File: src/design/kmeans_pkg.sv
package kmeans_pkg;

    localparam int MAX_CLUSTERS = 7;

    typedef logic [8:0]  x_coord_t;
    typedef logic [7:0]  y_coord_t;
    typedef logic [2:0]  cluster_idx_t;
    typedef logic [9:0]  dist_t;    // Max 511 + 255
    typedef logic [23:0] sum_t;     // Also the divider width
    typedef logic [23:0] mass_t;    // Same width as sum_t, used as divisor

    typedef struct packed {
        x_coord_t x;
        y_coord_t y;
    } centroid_t;

    typedef struct packed {
        sum_t  x_sum;
        sum_t  y_sum;
        mass_t mass;
    } cluster_acc_t;

    typedef enum logic [1:0] {
        STORE,
        SCAN,
        DRAIN,
        DIVIDE
    } phase_t;

endpackage

File: src/design/kmeans_sequencer.sv
`timescale 1ns/1ps

module kmeans_sequencer import kmeans_pkg::*; #(
    parameter int FRAME_W = 320,
    parameter int FRAME_H = 180,
    parameter int WORD_BITS = 64,
    parameter int MAX_ITER = 10,
    localparam int WORDS = FRAME_W / WORD_BITS * FRAME_H,
    localparam int AW = $clog2(WORDS)
) (
    input  logic                    clk_in,
    input  logic                    rst_in,
    input  logic                    new_frame,
    input  cluster_idx_t            num_clusters,
    input  centroid_t               centroids_in [MAX_CLUSTERS],
    input  sum_t                    x_quot [MAX_CLUSTERS],
    input  sum_t                    y_quot [MAX_CLUSTERS],
    input  logic [MAX_CLUSTERS-1:0] quot_valid,
    input  mass_t                   mass [MAX_CLUSTERS],
    output logic                    store_en,
    output logic [AW-1:0]           rd_addr,
    output logic                    scan_valid,
    output x_coord_t                scan_x,
    output y_coord_t                scan_y,
    output cluster_idx_t            active_count,
    output centroid_t               centroids [MAX_CLUSTERS],
    output logic                    div_start,
    output logic                    acc_clear,
    output logic                    done
);

    phase_t                          phase;
    logic [1:0]                      drain_cnt;
    logic [$clog2(MAX_ITER+1)-1:0]   iter;

    assign store_en   = (phase == STORE);
    assign scan_valid = (phase == SCAN);

    always_ff @(posedge clk_in) begin
        if (rst_in) begin
            phase        <= STORE;
            rd_addr      <= '0;
            scan_x       <= '0;
            scan_y       <= '0;
            drain_cnt    <= '0;
            iter         <= '0;
            active_count <= '0;
            div_start    <= 1'b0;
            acc_clear    <= 1'b0;
            done         <= 1'b0;
            for (int k = 0; k < MAX_CLUSTERS; k++) begin
                centroids[k] <= '0;
            end
        end else begin
            div_start <= 1'b0;
            acc_clear <= 1'b0;
            done      <= 1'b0;
            case (phase)
                STORE: begin
                    if (new_frame) begin
                        phase        <= SCAN;
                        active_count <= num_clusters;
                        centroids    <= centroids_in;
                        iter         <= '0;
                        rd_addr      <= '0;
                        scan_x       <= '0;
                        scan_y       <= '0;
                    end
                end
                SCAN: begin
                    rd_addr <= rd_addr + 1'b1;   // One word per cycle
                    if (scan_x == x_coord_t'(FRAME_W - WORD_BITS)) begin
                        scan_x <= '0;
                        scan_y <= scan_y + 1'b1;
                    end else begin
                        scan_x <= scan_x + x_coord_t'(WORD_BITS);
                    end
                    if (rd_addr == AW'(WORDS - 1)) begin
                        phase     <= DRAIN;
                        drain_cnt <= '0;
                    end
                end
                DRAIN: begin
                    // Lets the last words leave the pipeline
                    drain_cnt <= drain_cnt + 1'b1;
                    if (drain_cnt == 2'd2) begin
                        phase     <= DIVIDE;
                        div_start <= 1'b1;
                    end
                end
                DIVIDE: begin
                    for (int k = 0; k < MAX_CLUSTERS; k++) begin
                        // Empty or inactive clusters hold their place
                        if (quot_valid[k] && cluster_idx_t'(k) < active_count
                                && mass[k] != '0) begin
                            centroids[k].x <= x_coord_t'(x_quot[k]);
                            centroids[k].y <= y_coord_t'(y_quot[k]);
                        end
                    end
                    if (&quot_valid) begin
                        acc_clear <= 1'b1;
                    end
                    if (acc_clear) begin
                        rd_addr <= '0;
                        scan_x  <= '0;
                        scan_y  <= '0;
                        if (int'(iter) == MAX_ITER - 1) begin
                            phase <= STORE;
                            done  <= 1'b1;
                        end else begin
                            iter  <= iter + 1'b1;
                            phase <= SCAN;
                        end
                    end
                end
                default: phase <= STORE;
            endcase
        end
    end

endmodule

File: config.mk
export PLATFORM = sky130hd
export DESIGN_NAME = kmeans_sequencer
export DESIGN_NICKNAME = d
export VERILOG_FILES = /design/src/design/kmeans_pkg.sv /design/src/design/kmeans_sequencer.sv
export SDC_FILE = /design/constraint.sdc
export NUM_CORES = 1
export LEC_CHECK = 0
export BUFFER_PORTS_ARGS = -buffer_cell sky130_fd_sc_hd__buf_4
export CAP_MARGIN = 40
export CELL_PAD_IN_SITES_DETAIL_PLACEMENT = 0
export CELL_PAD_IN_SITES_GLOBAL_PLACEMENT = 1
export CORE_AREA = 2 2 310 312
export DETAILED_ROUTE_END_ITERATION = 12
export DIE_AREA = 0 0 312 314
export PLACE_DENSITY_LB_ADDON = 0.05
export SLEW_MARGIN = 20
export SYNTH_ARGS = -nofsm -noshare
export SYNTH_HDL_FRONTEND = slang
export SYNTH_SLANG_ARGS = --single-unit
File: constraint.sdc
create_clock -name clk_in -period 2.55 [get_ports clk_in]
set_clock_uncertainty 0.2 [all_clocks]
set_input_delay 0.1275 -clock clk_in [delete_from_list [all_inputs] [get_ports clk_in]]
set_output_delay 0.1275 -clock clk_in [all_outputs]
set_load 0.005 [all_outputs]
==> results by group, run 1 <==
Clock tree
  • H-tree depth: 4
  • CTS tree: yes
  • CTS sink count: approximately 150
  • CTS clk-pin slew, worst paths: roughly 0.070 ns
  • Later-pin clock latency in the skew report: around 0.51 ns
  • Clock Path Buffers: 2
  • Cts bufs inserted: 17
  • Root Buffer: clkbuf_16

Routing
  • Routed WL: approximately 53 mm
  • First DRT Iteration DRCs: around 260
  • Final antenna-violating net count: 0
  • DR vias: roughly 10,000
  • Drt wl/cell: 17.2 um
  • Vias per inst: approximately 3.3
  • Met2 WL post-DR: 26.9 mm
  • Drt first pass iters: 5
  • M1 WL: 21.4 mm
  • Post-route DRC: 0
  • Met3 wire length: 3.24 mm
  • Max Used Layer: met4

Synth
  • Synth area leader: dfxtp_1
  • Count of cell types in the netlist: approximately 60
  • YS warnings: 0
  • Dominant cells by area after synthesis: dfxtp_1, mux2_2, mux2i_1
  • Dominant synthesized flop cell: dfxtp_1
  • Register area share after synthesis: 0.358
  • #FFs+latches synth: roughly 150
  • Post-synth EDFFs: 0
  • Async SR Flop Fraction: 0
  • Mapped Cells: 948
  • Mapped Avg Cell Area: about 9.1 um^2
  • Post-Syn Area: around 8600 um^2
  • Post-synth top area share: 0.358

Worst setup path
  • CP required: roughly 2.8 ns
  • Worst-path fanout max: between 40 and 50
  • Crit path largest cell delay: between 0.5 and 0.6 ns
  • Reg-to-Reg Start: phase[1]
  • Worst endpoint data arrival time: 2.64 ns
  • CP startpoint: phase[1]
  • Critical path cell sequence: buf_4 > ha_4 > buf_16 > mux2_2 > dlygate4sd3_1 > nand2_1 > mux2i_1
  • CP delay by family, top: buffers and inverters
  • Critical Path Source Type: flop
  • Slowest cell on crit path: dlygate4sd3_1
  • Buf+Inv Stages, Crit Path: 3
  • WS Path Type: flop to flop
  • Critical Path Sink Type: flop

GRT
  • Initial antenna violation count: 5
  • Pin count of the biggest net entering global routing: 67
  • Grt ovf: 0
  • All-Layer GR Usage: 0.106
  • Vias in the first global route: 10,700
  • Global-route wire length before repair: around 74 mm

Power
  • Max VDD drop: 0.422 mV
  • Internal Pwr Total: a little over 7000 uW
  • Switching Share: 0.358
  • Sequential share of power: 0.286
  • Combinational share of power: 0.468
  • Clock power share: 0.246
  • Pleak: slightly below 0.008 uW
  • Switching power of the nets: around 4000 uW
  • Power Density: between 600 and 700 nW/um^2

Floorplanning
  • Initial Utilization: 0.0913
  • Die area: approximately 98,000 um^2
  • Die Ht: approximately 310 um
  • Chip width: approximately 310 um
  • Core box area: 94,400 um^2
  • Num ports: just under 800
  • Core Rows: 113

STA
  • Setup_tns: 0 ns
  • Achievable frequency: slightly above 400 MHz
  • Crit path time final: about 2.4 ns
  • Relative slew slack: 0.474
  • Fin. max-slew vios: 0
  • Fin crit share: 0.959
  • Unrepaired setup endpoints after global routing: true
  • Hold Violations, Final: 0
  • Worst setup margin: 0.104 ns
  • Final setup violation count: 0
  • Worst Tran Pin Value: about 0.78 ns
  • WHS: slightly above 0.04 ns

Finish
  • # fillers: 10,700
  • Final Non-Filler Cells: 3,048
  • Synth-to-layout area growth: 106%
  • Layout net count: between 2,000 and 2,500
  • Fraction of layout cells with a size suffix above 1: 0.441
  • Most frequent cells in the layout: buf_4, nand2_1, dlygate4sd3_1
  • Commonest non-fill, non-tap cell in the layout: buf_4

Placed design
  • Input/output buffers: around 570
  • GP Congestion: 0.734
  • DPL Wire Length: between 40 and 50 mm
  • Dpl cells: roughly 2,800
  • Pre-CTS setup slack: -0.248 ns

Hold path
  • Worst hold path class: input pin to flop
  • Min-delay src: mass[125]

Outcome
  • Run status: complete, no violations

Job
  • Total of max-cap violations: 0
-- worst min-delay path, cell delays in order --
cell and delay [ns]:
buf_4 0.08, nor4_1 0.04, nand4_1 0.16, o21ai_4 0.15
mux2i_1 0.14
-- metal layers --
layer,vias up,track usage
met5,-,0
met4,0,0.0375
met3,37,0.0346
met2,310,0.186
met1,4669,0.119
li1,4966,-
-- area by class of cell --
| type | instances | area (um^2) | area share |
|---|---|---|---|
| Tap cell | 1265 | 1580 | 0.0890 |
| Timing Repair Buffer | 864 | 7330 | 0.412 |
| Clock inverter | 10 | 90.1 | 0.00507 |
| Clock buffer | 22 | 484 | 0.0272 |
| Inverter | 10 | 45.0 | 0.00253 |
| Multi-Input combinational cell | 722 | 5170 | 0.291 |
| Sequential cell | 154 | 3080 | 0.173 |
| Antenna cell | 1 | 2.50 | 0.000141 |
-- path summary, 6_finish.rpt --
kind,depth (start not counted),slack (ns),endpoint
setup / recovery,7,0.10,centroids[90]
hold / removal,5,0.04,centroids[88]
setup reg to reg,7,0.10,centroids[90]
hold reg to reg,2,0.26,centroids[77]
-- synthesized netlist by cell type (9+ instances only) --
| master | instances |
|---|---|
| nand3_1 | 23 |
| buf_2 | 13 |
| clkbuf_1 | 29 |
| ha_1 | 13 |
| nor4_1 | 47 |
| nand4_1 | 12 |
| nand2_1 | 261 |
| a21oi_1 | 23 |
| buf_4 | 10 |
| mux2_2 | 119 |
| buf_6 | 9 |
| dfxtp_1 | 154 |
| o21ai_0 | 12 |
| inv_1 | 9 |
| mux2i_1 | 125 |
-- power groups by stage --
stage          logic [uW]  registers (uW)  clock network [uW]
2_1_floorplan        2300            3270                   0
3_3_place_gp         4920            3250                   0
3_5_place_dp         4920            3250                   0
4_1_cts              5360            3210                2970
5_1_grt              5720            3270                3030
6_report             5230            3200                2750
-- flip-flops by register name (all words and copies together), names as in the netlist --
signal	flops
centroids	119
active_count	3
acc_clear	1
iter	4
done	1
scan_x	3
rd_addr	10
phase	2
div_start	1
scan_y	8
drain_cnt	2
-- what timing repair did --
action,in CTS,in global routing
resized for setup,1,6
pin swaps,0,1
hold buffers,254,0
setup endpoints to repair,13,54
setup buffers,0,5
cloned,0,1
endpoints found under the hold margin,135,0
-- logic make-up (layout without fill, tap and decap cells) --
group	Yosys count	count (layout)	share of synthesized area
AOI/OAI and AO/OA	60	60	0.0472
xor gates and xnor gates	4	4	0.00406
adders and majority gates	13	13	0.0189
buffers and inverters	77	906	0.0551
DFF	154	154	0.358
muxes	246	246	0.305
other	1	7	0.000435
and+or+nand+nor	393	393	0.212
-- metrics by stage --
step	util	power (uW)	area, um^2
2_1_floorplan	-	5580	8640
3_3_place_gp	0.154	8170	14600
3_5_place_dp	0.154	8170	14600
4_1_cts	0.187	11500	17700
5_1_grt	0.188	12000	17800
6_report	0.188	11200	17800
(Power assumes the default switching activity.)
==> run 2, diff against run 1 <==
--- a/config.mk
+++ b/config.mk
@@ -5,13 +5,14 @@
 export SDC_FILE = /design/constraint.sdc
 export NUM_CORES = 1
 export LEC_CHECK = 0
+export ABC_AREA = 1
 export BUFFER_PORTS_ARGS = -buffer_cell sky130_fd_sc_hd__buf_4
 export CAP_MARGIN = 40
 export CELL_PAD_IN_SITES_DETAIL_PLACEMENT = 0
 export CELL_PAD_IN_SITES_GLOBAL_PLACEMENT = 1
-export CORE_AREA = 2 2 310 312
+export CORE_AREA = 2 2 311 313
 export DETAILED_ROUTE_END_ITERATION = 12
-export DIE_AREA = 0 0 312 314
+export DIE_AREA = 0 0 313 315
 export PLACE_DENSITY_LB_ADDON = 0.05
 export SLEW_MARGIN = 20
 export SYNTH_ARGS = -nofsm -noshare
==> run 2 against run 1 <==
- sequential cell count stayed put
- global-route usage is 0.48 points higher
- register-to-register slack improved by 0.08 ns
- setup slack gained 0.075 ns
- synthesized area increased by 8.3%
- utilization grew 0.14 points
- cell count rose by 20%
- first-iteration DRC count rose by 84%
- die area grew 0.64%
==> results by group, run 2 <==
Outcome
  • Run status: complete, no violations

Placed design
  • GP Congestion: 0.740 (+0.84%)
  • DPL Wire Length: 42.2 mm (+2.1%)
  • Input/output buffers: 566 (unchanged)
  • Post-Place Cell Area: 15,000 um^2 (+3.4%)

Clock tree
  • Cts bufs inserted: 17 (unchanged)
  • CTS clk-pin slew, worst paths: 0.07 ns (about the same)
  • Clock Path Buffers: 2 (unchanged)
  • Root Buffer: clkbuf_16
  • Later-pin clock latency in the skew report: 0.49 ns (-0.02 ns)
  • H-tree depth: 4 (unchanged)
  • CTS sink count: 154 (unchanged)
  • Post CTS Setup Buffer Count: 0 (unchanged)
  • CTS tree: yes

GRT
  • Pin count of the biggest net entering global routing: 124 (+85%)
  • Vias in the first global route: 12,500 (+17%)
  • Grt ovf: 0 (unchanged)
  • Global-route wire length before repair: 80.9 mm (+9.6%)
  • Initial antenna violation count: 2 (-3)
  • All-Layer GR Usage: 0.111 (+0.00482)

STA
  • Relative slew slack: 0.659 (+0.185)
  • Unrepaired setup endpoints after global routing: false
  • Final setup violation count: 0 (unchanged)
  • Hold Violations, Final: 0 (unchanged)
  • Crit path time final: 2.37 ns (-0.0754 ns)
  • Setup_tns: 0 ns (unchanged)
  • Fin crit share: 0.930 (-0.0296)
  • Achievable frequency: 422 MHz (+3.2%)
  • Fin. max-slew vios: 0 (unchanged)
  • Worst Tran Pin Value: 0.512 ns (-0.270 ns)

Routing
  • Max Used Layer: met5
  • Drt first pass iters: 4 (-1)
  • Vias per inst: 3.38 (+3.2%)
  • Drt wl/cell: 15.3 um (-11%)
  • Routed WL: 56.3 mm (+7.1%)
  • First DRT Iteration DRCs: 481 (+84%)
  • Met2 WL post-DR: 28.1 mm (+4.5%)
  • DR vias: 12,400 (+24%)
  • M1 WL: 24.2 mm (+13%)
  • Post-route DRC: 0 (unchanged)
  • Met3 wire length: 3.22 mm (-0.74%)
  • Final antenna-violating net count: 0 (unchanged)

Power
  • Switching Share: 0.395 (+0.0373)
  • Switching power of the nets: 4940 uW (+24%)
  • Internal Pwr Total: 7570 uW (+5.5%)
  • Power Density: 689 nW/um^2 (+9.7%)
  • Sequential share of power: 0.283 (-0.003)
  • Tot Pwr: 12,500 uW (+12%)
  • Pleak: 0.00878 uW (+13%)
  • Clock power share: 0.218 (-0.028)
  • Combinational share of power: 0.500 (+0.032)
  • Max VDD drop: 0.536 mV (+27%)

Synth
  • Mapped Avg Cell Area: 5.81 um^2 (-36%)
  • Async SR Flop Fraction: 0 (unchanged)
  • Dominant synthesized flop cell: dfxtp_1
  • Register area share after synthesis: 0.330 (-0.0273)
  • Synth area leader: dfxtp_1
  • Mapped Cells: 1,606 (+69%)
  • Most frequent cell after synthesis: nand2_1
  • Post-Syn Area: 9340 um^2 (+8.3%)
  • YS warnings: 0 (unchanged)
  • Post-synth top area share: 0.330 (-0.0273)
  • #FFs+latches synth: 154 (unchanged)
  • Post-synth EDFFs: 0 (unchanged)
  • Dominant cells by area after synthesis: dfxtp_1, nand2_1, nor2_1
  • Count of cell types in the netlist: 35 (-41%)
  • Most instantiated cells after synthesis: nand2_1, nor2_1, dfxtp_1, inv_1, nand3_1

Finish
  • Reg with most FFs: centroids
  • Core Util, Final: 0.190 (+0.00137)
  • Synth-to-layout area growth: 94.5%
  • Most frequent cells in the layout: buf_4, nand2_1, nor2_1
  • Fraction of layout cells with a size suffix above 1: 0.273 (-0.168)
  • Final Cell Area: 18,200 um^2 (+2.1%)
  • Commonest non-fill, non-tap cell in the layout: buf_4
  • Largest register FFs: 119 (unchanged)
  • Largest regs: centroids (119), rd_addr (10), scan_y (8)
  • Layout net count: 3,028 (+25%)
  • # fillers: 11,000 (+2.6%)

Worst setup path
  • Slowest cell on crit path: dlygate4sd3_1
  • Setup slack, reg-to-reg: 0.18 ns (+0.08 ns)
  • CP delay by family, top: buffers and inverters
  • Worst endpoint data arrival time: 2.56 ns (-0.08 ns)
  • CP startpoint: phase[1]
  • Worst r2r dst: centroids[45]
  • R2R depth: 8 (+1)
  • Critical Path Source Type: flop
  • Crit path capture: centroids[45]
  • Critical Path Sink Type: flop
  • WS Path Type: flop to flop
  • Cell mode on critical path: nand2_1
  • Reg-to-Reg Start: phase[1]
  • CP required: 2.74 ns (about the same)
  • Crit path largest cell delay: 0.56 ns (about the same)
  • Critical path cell sequence: ha_4 > inv_4 > clkbuf_16 > nand2_1 > nand2_1 > dlygate4sd3_1 > a21oi_1 > nor2_1
  • Critical Path Stages: 8 (+1)
  • Buf+Inv Stages, Crit Path: 3 (unchanged)
  • Worst-path fanout max: 61 (+36%)

Floorplanning
  • Num ports: 790 (unchanged)
  • Core box area: 95,700 um^2 (+1.3%)
  • Initial Utilization: 0.0975 (+0.00625)
  • Die area: 98,600 um^2 (+0.64%)
  • Core Rows: 114 (+0.88%)
  • Chip width: 313 um (+0.32%)
  • Die Ht: 315 um (+0.32%)

Job
  • Total of max-cap violations: 0 (unchanged)

Hold path
  • Worst hold path class: input pin to flop
run 2: cell types whose count changed after synthesis, sizes merged, moves of 45 or more:
cell and delta:
nand2 +317, nor2 +264, inv +145, mux2i -126, nand3 +124, a21oi +122
mux2 -120, nor4 -45
run 2: cell type report:
cell class | count | area, um^2 | share of cell area
Multi-Input combinational cell | 1204 | 5180 | 0.285
Tap cell | 1276 | 1600 | 0.0880
Sequential cell | 154 | 3080 | 0.170
Clock buffer | 21 | 450 | 0.0248
Antenna cell | 2 | 5.00 | 0.000276
Inverter | 155 | 594 | 0.0327
Timing Repair Buffer | 847 | 7120 | 0.392
Clock inverter | 10 | 119 | 0.00655
run 2: timing repair:
item,CTS,global route
endpoints found under the hold margin,137,0
setup endpoints to repair,0,79
hold buffers,249,0
resized for setup,0,3
run 2: routing by layer:
metal | vias up | global-route usage
met3 | 37 | 0.0319
li1 | 6496 | -
met2 | 297 | 0.196
met1 | 5568 | 0.129
met5 | - | 0
met4 | 2 | 0.0319
run 2: power by group through the flow:
stage / sequential (uW) / clock (uW) / combinational, uW
6_report: 3540 / 2720 / 6250
5_1_grt: 3640 / 3000 / 7110
4_1_cts: 3560 / 2940 / 6460
3_5_place_dp: 3610 / 0 / 5960
3_3_place_gp: 3580 / 0 / 5960
2_1_floorplan: 3590 / 0 / 2910
run 2: worst min-delay path by stage:
stage	start	endpoint	cells past startpoint
CTS	mass[97]	centroids[70]	9
floorplan	rst_in	acc_clear	1
detailed placement	num_clusters[0]	active_count[0]	3
global route	y_quot[52]	centroids[38]	6
finish	quot_valid[3]	centroids[66]	8
global placement	num_clusters[0]	active_count[0]	3
run 2: logic make-up after synthesis:
family / Yosys count / share of synthesized area
compound gates: 164 / 0.0891
xor+xnor: 2 / 0.00188
fa+ha+maj: 13 / 0.0174
buf+inv: 253 / 0.118
flops: 154 / 0.330
other cells: 1 / 0.000402
simple gates: 1019 / 0.443
run 2: worst min-delay path, stage by stage:
cell and delay [ns]:
buf_4 0.08, inv_1 0.04, nor2_2 0.10, nand2_2 0.05, buf_4 0.26, nand3_1 0.12, nand2_1 0.05, nor2_1 0.07
run 2: through the flow:
stage / hold WS, ns / setup WS (ns) / cells
global route: 0.264 / 0.0214 / 3668
floorplan: 0.00433 / 0.689 / 1611
finish: 0.252 / 0.179 / 3669
global placement: 0.190 / 0.0589 / 3385
CTS: 0.204 / 0.0179 / 3666
detailed placement: 0.195 / 0.134 / 3386
==> run 3, diff against run 2 <==
--- a/config.mk
+++ b/config.mk
@@ -13,7 +13,8 @@
 export CORE_AREA = 2 2 311 313
 export DETAILED_ROUTE_END_ITERATION = 12
 export DIE_AREA = 0 0 313 315
-export PLACE_DENSITY_LB_ADDON = 0.05
+export PLACE_DENSITY_LB_ADDON = 0.1
+export RECOVER_POWER = 100
 export SLEW_MARGIN = 20
 export SYNTH_ARGS = -nofsm -noshare
 export SYNTH_HDL_FRONTEND = slang
==> run 3 against run 2 <==
- register-to-register slack better by 0.03 ns
- critical path depth unchanged
- worst hold slack worse by 0.040 ns
- die area unchanged
- clock power rose by 10%
- first-iteration DRC count is 29% lower
- via count is 0.44% higher
- non-clock buffer count decreased by 6
- routed wire length decreased by 0.60%
- largest cell class unchanged
- largest power group unchanged
==> results by group, run 3 (synthesis gave the netlist of run 2 again) <==
GRT
  • Grt ovf: 0 (unchanged)
  • All-Layer GR Usage: 0.110 (-0.000888)
  • Pin count of the biggest net entering global routing: 124 (unchanged)
  • Initial antenna violation count: 3 (+1)
  • Global-route wire length before repair: 80.3 mm (-0.83%)
  • Vias in the first global route: 12,800 (+2.3%)

Worst setup path
  • Critical path cell sequence: ha_4 > inv_4 > buf_16 > nand2_1 > nand2_1 > dlygate4sd3_1 > a21oi_1 > nor2_1
  • Setup slack, reg-to-reg: 0.21 ns (+0.03 ns)
  • R2R depth: 8 (unchanged)
  • Critical Path Sink Type: flop
  • Reg-to-Reg Start: phase[1]
  • CP required: 2.79 ns (+0.05 ns)
  • Cell mode on critical path: nand2_1
  • Critical Path Source Type: flop
  • Worst-path fanout max: 62 (+1.6%)
  • Crit path largest cell delay: 0.58 ns (+0.02 ns)
  • Worst r2r dst: centroids[83]
  • WS Path Type: flop to flop
  • Worst endpoint data arrival time: 2.58 ns (+0.02 ns)
  • Slowest cell on crit path: dlygate4sd3_1

Finish
  • Commonest non-fill, non-tap cell in the layout: nand2_1
  • Synth-to-layout area growth: 89.8%
  • Core Util, Final: 0.185 (-0.00456)
  • Reg with most FFs: centroids
  • Largest register FFs: 119 (unchanged)
  • # fillers: 11,100 (+0.70%)
  • Largest regs: centroids (119), rd_addr (10), scan_y (8)
  • Footprint of the multi-input gates: 5170 um^2 (-0.29%)
  • Most frequent cells in the layout: nand2_1, buf_4, nor2_1
  • Fraction of layout cells with a size suffix above 1: 0.224 (-0.0485)
  • Layout net count: 3,022 (-0.20%)
  • Reg area: 3090 um^2 (about the same)

Clock tree
  • Cts bufs inserted: 17 (unchanged)
  • Clock Path Buffers: 2 (unchanged)
  • Root Buffer: clkbuf_16
  • Later-pin clock latency in the skew report: 0.50 ns (about the same)
  • CTS clk-pin slew, worst paths: 0.08 ns (about the same)
  • CTS sink count: 154 (unchanged)
  • H-tree depth: 4 (unchanged)
  • CTS tree: yes
  • Post CTS Setup Buffer Count: 0 (unchanged)

STA
  • Worst setup margin: 0.208 ns (+0.0287 ns)
  • WHS: 0.212 ns (-0.0398 ns)
  • Worst Tran Pin Value: 0.539 ns (+0.0276 ns)
  • Final setup violation count: 0 (unchanged)
  • Fin crit share: 0.918 (-0.0113)
  • Fin. max-slew vios: 0 (unchanged)
  • Setup_tns: 0 ns (unchanged)
  • Hold Violations, Final: 0 (unchanged)
  • Achievable frequency: 427 MHz (+1.2%)
  • Unrepaired setup endpoints after global routing: false
  • Relative slew slack: 0.641 (-0.0184)
  • Crit path time final: 2.34 ns (-0.0287 ns)

Routing
  • Post-route DRC: 0 (unchanged)
  • Routed WL: 56.0 mm (-0.60%)
  • Drt first pass iters: 4 (unchanged)
  • First DRT Iteration DRCs: 340 (-29%)
  • DR vias: 12,500 (+0.44%)
  • Vias per inst: 3.40 (+0.61%)
  • Final antenna-violating net count: 0 (unchanged)
  • Drt wl/cell: 15.3 um (-0.44%)

Job
  • Total of max-cap violations: 0 (unchanged)

Hold path
  • Hold depth: 7 (-1)
  • Min-delay src: quot_valid[4]
  • Hold Crit Endpoint: centroids[47]
  • Worst hold path class: input pin to flop

Floorplanning
  • Die area: 98,600 um^2 (unchanged)
  • Core box area: 95,700 um^2 (unchanged)
  • Initial Utilization: 0.0975 (unchanged)
  • Num ports: 790 (unchanged)
  • Core Rows: 114 (unchanged)
  • Chip width: 313 um (unchanged)
  • Die Ht: 315 um (unchanged)

Power
  • Max VDD drop: 0.462 mV (-14%)
  • Power Density: 687 nW/um^2 (-0.26%)
  • Pleak: 0.00832 uW (-5.3%)
  • Tot Pwr: 12,200 uW (-2.7%)

Placed design
  • Input/output buffers: 566 (unchanged)
  • GP Congestion: 0.778 (+5.1%)
  • DPL Wire Length: 41.5 mm (-1.9%)
  • Pre-CTS setup slack: 0.124 ns (-0.0107 ns)

Outcome
  • Run status: complete, no violations
run 3: cell count changes in the layout (fill, tap and decap cells not counted), sizes merged:
cell,change
buf,-161
diode,-1
clkinv,+1
bufinv,+2
clkbuf,+152
inv,+1
run 3: metal layers:
| layer | part of all wire | wire (um) | track usage | vias up |
|---|---|---|---|---|
| li1 | - | - | - | 6493 |
| met5 | 0.00023 | 13 | 0 | - |
| met3 | 0.054 | 3050 | 0.0299 | 36 |
| met4 | 0.016 | 904 | 0.0335 | 2 |
| met1 | 0.43 | 24200 | 0.130 | 5631 |
| met2 | 0.50 | 27800 | 0.192 | 293 |
run 3: timing repair:
action	4_1_cts	5_1_grt
gates resized for setup	0	4
endpoints found under the setup margin	0	80
hold endpoints to repair	138	0
hold buffers	249	0
run 3: area by class of cell:
| cell class | count | area share |
|---|---|---|
| multi-input cells | 1204 | 0.292 |
| diodes | 1 | 0.000141 |
| repair buffers | 841 | 0.375 |
| flip-flops and latches | 154 | 0.174 |
| well taps | 1276 | 0.0901 |
| clock inverters | 14 | 0.0110 |
| clock buffers | 18 | 0.0248 |
| inverters | 155 | 0.0335 |
run 3: where the power goes:
part	internal (uW)	switching, uW	leakage (uW)	total, uW
clock	1670	1340	0.000304	3000
combinational	2420	3220	0.00674	5640
sequential	3120	414	0.00127	3530
total	7210	4970	0.00832	12200
run 3: worst max-delay path by stage:
stage             start            end  slack (ns)  depth (start not counted)
2_1_floorplan  phase[0]     rd_addr[4]        0.69                          9
3_3_place_gp   phase[0]      scan_y[3]        0.01                          8
3_5_place_dp   phase[0]      scan_y[0]        0.12                          9
4_1_cts        phase[1]  centroids[85]        0.02                          7
5_1_grt        phase[0]  centroids[97]        0.02                         10
6_report       phase[1]  centroids[83]        0.21                          8
run 3: critical path: cells and delay by family, from the launching register on:
kind	cells	cell delay [ns]
flops	1	0.36
fa+ha+maj	1	0.20
buf+inv	3	1.04
simple gates	3	0.32
compound gates	1	0.06
run 3: through the flow:
step / instances / area (um^2)
6_report: 3663 / 17700
3_3_place_gp: 3378 / 15000
3_5_place_dp: 3380 / 15000
2_1_floorplan: 1611 / 9350
5_1_grt: 3663 / 17700
4_1_cts: 3661 / 18100
